File: config.mk
export PLATFORM = sky130hd
export DESIGN_NAME = xgmii_monitor_top
export DESIGN_NICKNAME = d
export VERILOG_FILES = /design/src/design/xgmii_pkg.sv /design/src/design/xgmii_lane_decoder.sv /design/src/design/xgmii_frame_checker.sv /design/src/design/xgmii_error_stats.sv /design/src/design/xgmii_monitor_top.sv
export SDC_FILE = /design/constraint.sdc
export NUM_CORES = 1
export LEC_CHECK = 0
export BUFFER_PORTS_ARGS = -buffer_cell sky130_fd_sc_hd__buf_2
export CAP_MARGIN = 20
export CORE_MARGIN = 8
export CORE_UTILIZATION = 55
export CTS_BUF_LIST = sky130_fd_sc_hd__clkbuf_8
export DETAILED_ROUTE_END_ITERATION = 7
export GPL_ROUTABILITY_DRIVEN = 0
export PLACE_DENSITY = 0.81
export SETUP_SLACK_MARGIN = 0.5
export SYNTH_ARGS = -nofsm -noshare
export SYNTH_HDL_FRONTEND = slang
export SYNTH_HIERARCHICAL = 1
export SYNTH_SLANG_ARGS = --single-unit
File: constraint.sdc
create_clock -name clk -period 2.85 [get_ports clk]
set_input_delay 0 -clock clk [delete_from_list [all_inputs] [get_ports clk]]
set_output_delay 0 -clock clk [all_outputs]
set_load 0.1 [all_outputs]
File: src/design/xgmii_pkg.sv
package xgmii_pkg;

    // 64-bit XGMII transmit word, eight byte lanes
    localparam int XGMII_DATA_W = 64;
    localparam int XGMII_LANES  = 8;

    // Width of the frame and gap byte counters
    localparam int FRAME_LEN_W = 16;

    typedef logic [2:0] lane_idx_t;

    // Control characters carried on lanes with the control bit set
    typedef enum logic [7:0] {
        CODE_IDLE  = 8'h07,
        CODE_START = 8'hFB,
        CODE_TERM  = 8'hFD,
        CODE_ERROR = 8'hFE
    } xgmii_code_t;

    // Default check limits, in bytes
    localparam int DEF_MIN_FRAME = 64;
    localparam int DEF_MAX_FRAME = 1518;
    localparam int DEF_MIN_IPG   = 12;

    localparam int DEF_CNT_W = 16; // Statistics counter width

endpackage

File: src/design/xgmii_lane_decoder.sv
`timescale 1ns/100ps

module xgmii_lane_decoder (
    input  logic                               clk,
    input  logic                               i_rst_n,
    input  logic [xgmii_pkg::XGMII_DATA_W-1:0] i_txd,
    input  logic [xgmii_pkg::XGMII_LANES-1:0]  i_txc,
    output logic                               o_start,
    output logic                               o_term,
    output xgmii_pkg::lane_idx_t               o_term_lane,
    output logic                               o_idle_word,
    output logic                               o_tail_bad,
    output logic                               o_data_ctrl,
    output logic                               o_misplaced_start
);
    import xgmii_pkg::*;

    logic [XGMII_LANES-1:0] is_idle;
    logic [XGMII_LANES-1:0] is_term;
    logic [XGMII_LANES-1:0] is_start;
    logic                   term_c;
    lane_idx_t              term_lane_c;
    logic                   tail_bad_c;
    logic                   data_ctrl_c;

    // Per-lane control character match
    always_comb begin
        for (int k = 0; k < XGMII_LANES; k++) begin
            is_idle[k]  = i_txc[k] && (i_txd[8*k +: 8] == CODE_IDLE);
            is_term[k]  = i_txc[k] && (i_txd[8*k +: 8] == CODE_TERM);
            is_start[k] = i_txc[k] && (i_txd[8*k +: 8] == CODE_START);
        end
    end

    // Priority search, lowest terminate lane wins
    always_comb begin
        term_c      = 1'b0;
        term_lane_c = '0;
        for (int k = XGMII_LANES - 1; k >= 0; k--) begin
            if (is_term[k]) begin
                term_c      = 1'b1;
                term_lane_c = lane_idx_t'(k);
            end
        end
    end

    always_comb begin
        tail_bad_c  = 1'b0;
        data_ctrl_c = 1'b0;
        for (int k = 0; k < XGMII_LANES; k++) begin
            // Lanes after the terminate must be idle
            if (term_c && (k > int'(term_lane_c)) && !is_idle[k]) begin
                tail_bad_c = 1'b1;
            end
            // Data lanes carry no control, start in lane 0 excepted
            if ((!term_c || (k < int'(term_lane_c))) && i_txc[k] &&
                !((k == 0) && is_start[0])) begin
                data_ctrl_c = 1'b1;
            end
        end
    end

    always_ff @(posedge clk or negedge i_rst_n) begin
        if (!i_rst_n) begin
            o_start           <= 1'b0;
            o_term            <= 1'b0;
            o_term_lane       <= '0;
            o_idle_word       <= 1'b0;
            o_tail_bad        <= 1'b0;
            o_data_ctrl       <= 1'b0;
            o_misplaced_start <= 1'b0;
        end else begin
            o_start           <= is_start[0];
            o_term            <= term_c;
            o_term_lane       <= term_lane_c;
            o_idle_word       <= &is_idle;
            o_tail_bad        <= tail_bad_c;
            o_data_ctrl       <= data_ctrl_c;
            o_misplaced_start <= |is_start[XGMII_LANES-1:1];
        end
    end

endmodule

File: src/design/xgmii_frame_checker.sv
`timescale 1ns/100ps

module xgmii_frame_checker #(
    parameter int MIN_FRAME = xgmii_pkg::DEF_MIN_FRAME,
    parameter int MAX_FRAME = xgmii_pkg::DEF_MAX_FRAME,
    parameter int MIN_IPG   = xgmii_pkg::DEF_MIN_IPG
) (
    input  logic                              clk,
    input  logic                              i_rst_n,
    input  logic                              i_start,
    input  logic                              i_term,
    input  xgmii_pkg::lane_idx_t              i_term_lane,
    input  logic                              i_idle_word,
    input  logic                              i_tail_bad,
    input  logic                              i_data_ctrl,
    input  logic                              i_misplaced_start,
    output logic                              o_frame_ok,
    output logic                              o_len_err,
    output logic                              o_ipg_err,
    output logic                              o_code_err,
    output logic [xgmii_pkg::FRAME_LEN_W-1:0] o_frame_len
);
    import xgmii_pkg::*;

    typedef enum logic [1:0] {
        ST_WAIT,
        ST_FRAME,
        ST_GAP
    } chk_state_t;

    localparam logic [FRAME_LEN_W-1:0] CNT_MAX = '1;

    chk_state_t             state, state_nxt;
    logic [FRAME_LEN_W-1:0] frame_cnt, frame_cnt_nxt;
    logic [FRAME_LEN_W-1:0] gap_cnt, gap_cnt_nxt;
    logic                   code_hold, code_hold_nxt;
    logic [FRAME_LEN_W-1:0] len_c;
    logic [FRAME_LEN_W-1:0] frame_len_nxt;
    logic                   len_bad;
    logic                   start_word_err;
    logic                   frame_word_err;
    logic                   term_err;
    logic                   frame_ok_nxt;
    logic                   len_err_nxt;
    logic                   ipg_err_nxt;
    logic                   code_err_nxt;

    function automatic logic [FRAME_LEN_W-1:0] sat_add(
        input logic [FRAME_LEN_W-1:0] a,
        input logic [3:0]             b
    );
        logic [FRAME_LEN_W:0] sum;
        sum = {1'b0, a} + b;
        return sum[FRAME_LEN_W] ? CNT_MAX : sum[FRAME_LEN_W-1:0];
    endfunction

    assign len_c   = sat_add(frame_cnt, {1'b0, i_term_lane}); // Bytes before the terminate
    assign len_bad = (int'(len_c) < MIN_FRAME) || (int'(len_c) > MAX_FRAME);

    assign start_word_err = i_data_ctrl | i_misplaced_start;
    assign frame_word_err = start_word_err | i_start; // A second start inside a frame
    assign term_err       = code_hold | frame_word_err | i_tail_bad;

    always_comb begin
        state_nxt     = state;
        frame_cnt_nxt = frame_cnt;
        gap_cnt_nxt   = gap_cnt;
        code_hold_nxt = code_hold;
        frame_len_nxt = o_frame_len;
        frame_ok_nxt  = 1'b0;
        len_err_nxt   = 1'b0;
        ipg_err_nxt   = 1'b0;
        code_err_nxt  = 1'b0;

        case (state)
            ST_WAIT: begin
                if (i_start) begin
                    state_nxt     = ST_FRAME;
                    frame_cnt_nxt = FRAME_LEN_W'(7);
                    code_hold_nxt = start_word_err;
                end else if (i_misplaced_start) begin
                    code_err_nxt = 1'b1;
                end
            end

            ST_FRAME: begin
                if (i_term) begin
                    state_nxt     = ST_GAP;
                    gap_cnt_nxt   = FRAME_LEN_W'(3'd7 - i_term_lane);
                    frame_len_nxt = len_c;
                    len_err_nxt   = len_bad;
                    code_err_nxt  = term_err;
                    frame_ok_nxt  = !len_bad && !term_err;
                end else begin
                    frame_cnt_nxt = sat_add(frame_cnt, 4'd8);
                    code_hold_nxt = code_hold | frame_word_err; // Held until the terminate
                end
            end

            ST_GAP: begin
                if (i_start) begin
                    state_nxt     = ST_FRAME;
                    frame_cnt_nxt = FRAME_LEN_W'(7);
                    code_hold_nxt = start_word_err;
                    ipg_err_nxt   = int'(gap_cnt) < MIN_IPG;
                end else begin
                    gap_cnt_nxt  = sat_add(gap_cnt, 4'd8);
                    code_err_nxt = !i_idle_word; // Only idle or start is legal here
                end
            end

            default: state_nxt = ST_WAIT;
        endcase
    end

    always_ff @(posedge clk or negedge i_rst_n) begin
        if (!i_rst_n) begin
            state       <= ST_WAIT;
            frame_cnt   <= '0;
            gap_cnt     <= '0;
            code_hold   <= 1'b0;
            o_frame_len <= '0;
            o_frame_ok  <= 1'b0;
            o_len_err   <= 1'b0;
            o_ipg_err   <= 1'b0;
            o_code_err  <= 1'b0;
        end else begin
            state       <= state_nxt;
            frame_cnt   <= frame_cnt_nxt;
            gap_cnt     <= gap_cnt_nxt;
            code_hold   <= code_hold_nxt;
            o_frame_len <= frame_len_nxt;
            o_frame_ok  <= frame_ok_nxt;
            o_len_err   <= len_err_nxt;
            o_ipg_err   <= ipg_err_nxt;
            o_code_err  <= code_err_nxt;
        end
    end

endmodule

File: src/design/xgmii_error_stats.sv
`timescale 1ns/100ps

module xgmii_error_stats #(
    parameter int CNT_W = xgmii_pkg::DEF_CNT_W
) (
    input  logic             clk,
    input  logic             i_rst_n,
    input  logic             i_clr_stats,
    input  logic             i_frame_ok,
    input  logic             i_len_err,
    input  logic             i_ipg_err,
    input  logic             i_code_err,
    output logic [CNT_W-1:0] o_cnt_frames,
    output logic [CNT_W-1:0] o_cnt_len_err,
    output logic [CNT_W-1:0] o_cnt_ipg_err,
    output logic [CNT_W-1:0] o_cnt_code_err
);

    localparam int N_CNT = 4;

    logic [N_CNT-1:0]            inc;
    logic [N_CNT-1:0][CNT_W-1:0] cnt;

    assign inc = {i_code_err, i_ipg_err, i_len_err, i_frame_ok};

    // Clear wins over an increment in the same cycle
    always_ff @(posedge clk or negedge i_rst_n) begin
        if (!i_rst_n) begin
            cnt <= '0;
        end else if (i_clr_stats) begin
            cnt <= '0;
        end else begin
            for (int k = 0; k < N_CNT; k++) begin
                if (inc[k] && (cnt[k] != {CNT_W{1'b1}})) begin // Saturate at max
                    cnt[k] <= cnt[k] + 1'b1;
                end
            end
        end
    end

    assign o_cnt_frames   = cnt[0];
    assign o_cnt_len_err  = cnt[1];
    assign o_cnt_ipg_err  = cnt[2];
    assign o_cnt_code_err = cnt[3];

endmodule

File: src/design/xgmii_monitor_top.sv
`timescale 1ns/100ps

module xgmii_monitor_top #(
    parameter int MIN_FRAME = xgmii_pkg::DEF_MIN_FRAME,
    parameter int MAX_FRAME = xgmii_pkg::DEF_MAX_FRAME,
    parameter int MIN_IPG   = xgmii_pkg::DEF_MIN_IPG,
    parameter int CNT_W     = xgmii_pkg::DEF_CNT_W
) (
    input  logic                               clk,
    input  logic                               i_rst_n,
    input  logic [xgmii_pkg::XGMII_DATA_W-1:0] i_txd,
    input  logic [xgmii_pkg::XGMII_LANES-1:0]  i_txc,
    input  logic                               i_clr_stats,
    output logic                               o_frame_ok,
    output logic                               o_len_err,
    output logic                               o_ipg_err,
    output logic                               o_code_err,
    output logic [xgmii_pkg::FRAME_LEN_W-1:0]  o_frame_len,
    output logic [CNT_W-1:0]                   o_cnt_frames,
    output logic [CNT_W-1:0]                   o_cnt_len_err,
    output logic [CNT_W-1:0]                   o_cnt_ipg_err,
    output logic [CNT_W-1:0]                   o_cnt_code_err
);
    import xgmii_pkg::*;

    logic      dec_start;
    logic      dec_term;
    lane_idx_t dec_term_lane;
    logic      dec_idle_word;
    logic      dec_tail_bad;
    logic      dec_data_ctrl;
    logic      dec_misplaced_start;

    xgmii_lane_decoder u_decoder (
        .clk               (clk),
        .i_rst_n           (i_rst_n),
        .i_txd             (i_txd),
        .i_txc             (i_txc),
        .o_start           (dec_start),
        .o_term            (dec_term),
        .o_term_lane       (dec_term_lane),
        .o_idle_word       (dec_idle_word),
        .o_tail_bad        (dec_tail_bad),
        .o_data_ctrl       (dec_data_ctrl),
        .o_misplaced_start (dec_misplaced_start)
    );

    xgmii_frame_checker #(
        .MIN_FRAME (MIN_FRAME),
        .MAX_FRAME (MAX_FRAME),
        .MIN_IPG   (MIN_IPG)
    ) u_checker (
        .clk               (clk),
        .i_rst_n           (i_rst_n),
        .i_start           (dec_start),
        .i_term            (dec_term),
        .i_term_lane       (dec_term_lane),
        .i_idle_word       (dec_idle_word),
        .i_tail_bad        (dec_tail_bad),
        .i_data_ctrl       (dec_data_ctrl),
        .i_misplaced_start (dec_misplaced_start),
        .o_frame_ok        (o_frame_ok),
        .o_len_err         (o_len_err),
        .o_ipg_err         (o_ipg_err),
        .o_code_err        (o_code_err),
        .o_frame_len       (o_frame_len)
    );

    xgmii_error_stats #(
        .CNT_W (CNT_W)
    ) u_stats (
        .clk            (clk),
        .i_rst_n        (i_rst_n),
        .i_clr_stats    (i_clr_stats),
        .i_frame_ok     (o_frame_ok),
        .i_len_err      (o_len_err),
        .i_ipg_err      (o_ipg_err),
        .i_code_err     (o_code_err),
        .o_cnt_frames   (o_cnt_frames),
        .o_cnt_len_err  (o_cnt_len_err),
        .o_cnt_ipg_err  (o_cnt_ipg_err),
        .o_cnt_code_err (o_cnt_code_err)
    );

endmodule

==> flow_summary.json <==
{
  "start_kind": "flop",
  "drt_first_pass_iters": 5,
  "syn_area_mm2": 0.00729,
  "hold_end": "u_decoder/o_term_lane[0]",
  "chipWidth_um": 131,
  "p_per_area_mw_per_mm2": 438,
  "worst_pin_slew_ps": 799,
  "clkSinkCount": 124,
  "synth_commonest_cells": "124 x dfrtp_1, 87 x nor2_1, 67 x nand2_1",
  "slew_headroom": 0.468,
  "rows": 42,
  "h-tree-depth": 4,
  "finalCritPeriodShare": 0.830,
  "hold_violations": 0,
  "tns_ps": 0,
  "area_growth_syn_to_layout_pct": 22.8,
  "tritoncts": "done",
  "route.vias.total": 7012,
  "final_util": 0.684,
  "io_buffer_count": 158,
  "io_pins": 159,
  "drt-total-wl_um": 19400,
  "min_from": "i_txd[1]",
  "clock_path_buffers": 2,
  "start_util": 0.557,
  "rsz0062_at_grt": "true",
  "reg2reg_depth": 8,
  "vias_per_cell": 6.03,
  "ir_drop_uv": 259,
  "dp_hpwl_um": 13700,
  "worstSkewPairLatency_ps": 440,
  "cts_made_buffers": 17,
  "rr_endpoint": "u_checker/o_frame_ok",
  "synth_edf_count": 0,
  "drive_gt1_frac": 0.258,
  "yosys-top-cells-area": "dfrtp_1 43%, nor2_1 4.5%, xnor2_1 4.1%, a21oi_1 3.6%, nand2_1 3.5%",
  "post_drt_wl_per_cell_um": 16.7,
  "postSynth.asyncResetShare": 1.00,
  "grt_usage": 0.221,
  "grt_pass1_vias": 6721,
  "grt_pass1_wl_um": 30600,
  "fmax_mhz": 423,
  "arrival_ps": 2690,
  "hold_class": "input port to flop",
  "r2r-start": "u_checker/frame_cnt[1]",
  "clkTransAtPathRegs_ps": 70,
  "fin_crit_ps": 2370,
  "ys_seq_area_frac": 0.426,
  "design_area_mm2": 0.00895,
  "grt_max_degree": 48,
  "die_area_mm2": 0.0172,
  "slew_violations": 0,
  "dpl_cell_area_mm2": 0.00823,
  "setup_viol": 0,
  "diodes": 0,
  "whs_path_depth": 4,
  "crit_type": "flop to flop",
  "leakage_nw": 4.01,
  "setup_ws_ps": 485,
  "synth-main-ff-cell": "dfrtp_1",
  "cp_max_fo": 5,
  "synth-seq-cells": 124,
  "avgSynthCellArea_um2": 9.16,
  "die_h_um": 131,
  "fin_skew_ps": 15.2,
  "gr-total-overflow": 0,
  "synthesis.nets": 880,
  "cp_data_required_time_ps": 3180,
  "synth_top_area_share": 0.426,
  "drv_cap": 0,
  "antenna_found_initial": 0,
  "ant_nets": 0,
  "r2r_slack_ps": 480,
  "nets": 1059,
  "status": "finished clean",
  "synth_cell_types": 80,
  "drc": 0,
  "yosysTopAreaCell": "dfrtp_1",
  "yosys_warnings": 6,
  "cts_root_buffer": "clkbuf_8",
  "core_mm2": 0.0131,
  "yosysMostFrequentCell": "dfrtp_1",
  "end_kind": "flop",
  "synthCells": 795,
  "drt_iter0_drc": 575,
  "pre_cts_ws_ps": 295,
  "fin_hold_ws_ps": 46.6
}
## placed cells by master, fill, tap and decap left out, types with 6 or more instances in the layout
cell type	instances
a21oi_1	52
buf_2	157
nand3_1	44
or3_1	9
and4_1	11
nand4b_1	7
nor4_1	24
nor2_1	86
nand4_1	25
inv_1	21
and3_1	17
nor3_1	30
o21ai_0	33
nand3b_1	6
xnor2_1	34
o21ai_1	6
xor2_1	14
dfrtp_1	121
mux2i_1	6
nor4b_1	8
ha_1	7
buf_4	13
o31ai_1	7
dlygate4sd3_1	17
a22o_1	6
nand2_1	66
clkbuf_8	24
a31oi_1	15
## critical path, cell delays in order, from the launching register on
cell,delay [ps]
dfrtp_2,440
ha_4,190
fa_2,400
a21oi_4,240
nor2_2,110
or3_1,310
and3_1,170
a2bb2oi_2,170
and4_1,220
## area by class of cell
type	instances	area [um^2]
Clock buffer	24	330
Clock inverter	7	63.8
Fill cell	1015	4140
Inverter	19	71.3
Multi-Input combinational cell	623	4070
Sequential cell	124	3110
Tap cell	176	220
Timing Repair Buffer	189	1090
## power by group
part | total (mW) | switching [mW] | internal, mW
registers | 1.89 | 0.0779 | 1.81
logic | 0.528 | 0.325 | 0.203
clock network | 1.50 | 0.658 | 0.840
## through the flow
stage | power, mW | std cells
after global routing | 4.09 | 1162
after detailed placement | 2.37 | 1108
after global placement | 2.35 | 1108
after CTS | 3.90 | 1161
final | 3.92 | 1162
after floorplan | 2.19 | 795
## repair_timing
action / CTS / global route
hold buffers: 18 / 0
setup buffers: 4 / 1
setup endpoints to repair: 2 / 4
pin swaps: 1 / 7
hold endpoints to repair: 49 / 0
resized for setup: 2 / 19
## flip-flops by register name, summed over array words and instances (netlist names), 2 cells and up
name / cells
u_checker/frame_cnt: 14
u_checker/o_frame_len: 16
u_stats/o_cnt_frames: 16
u_checker/state: 2
u_decoder/o_term_lane: 3
u_stats/o_cnt_code_err: 16
u_stats/o_cnt_len_err: 16
u_checker/gap_cnt: 14
u_stats/o_cnt_ipg_err: 16
## routing by layer
layer,part of all wire,wire [um],track usage,vias to the layer above
met3,0.079,1530,0.0530,32
met5,0,0,0,-
li1,-,-,-,3335
met2,0.49,9550,0.377,279
met4,0.015,295,0.0824,0
met1,0.41,7980,0.266,3366
## how the worst max path moves through the flow
stage                                     to  depth (start not counted)                       from  slack, ps
CTS                     u_checker/o_frame_ok                          8     u_checker/frame_cnt[1]        540
global route            u_checker/o_frame_ok                          8     u_checker/frame_cnt[1]        470
finish                  u_checker/o_frame_ok                          8     u_checker/frame_cnt[1]        480
detailed placement      u_checker/o_frame_ok                          8     u_checker/frame_cnt[1]        300
floorplan           u_stats/o_cnt_len_err[4]                          5  u_stats/o_cnt_len_err[13]        530
global placement        u_checker/o_frame_ok                          8     u_checker/frame_cnt[1]        400
## kinds of logic after synthesis
kind of cell | count (synthesis) | synth area share
compound gates | 166 | 0.155
xor+xnor | 48 | 0.0577
fa+ha+maj | 10 | 0.0182
buf+inv | 48 | 0.0295
flops | 124 | 0.426
mux | 7 | 0.00962
simple gates | 392 | 0.304
(Power assumes the default switching activity.)
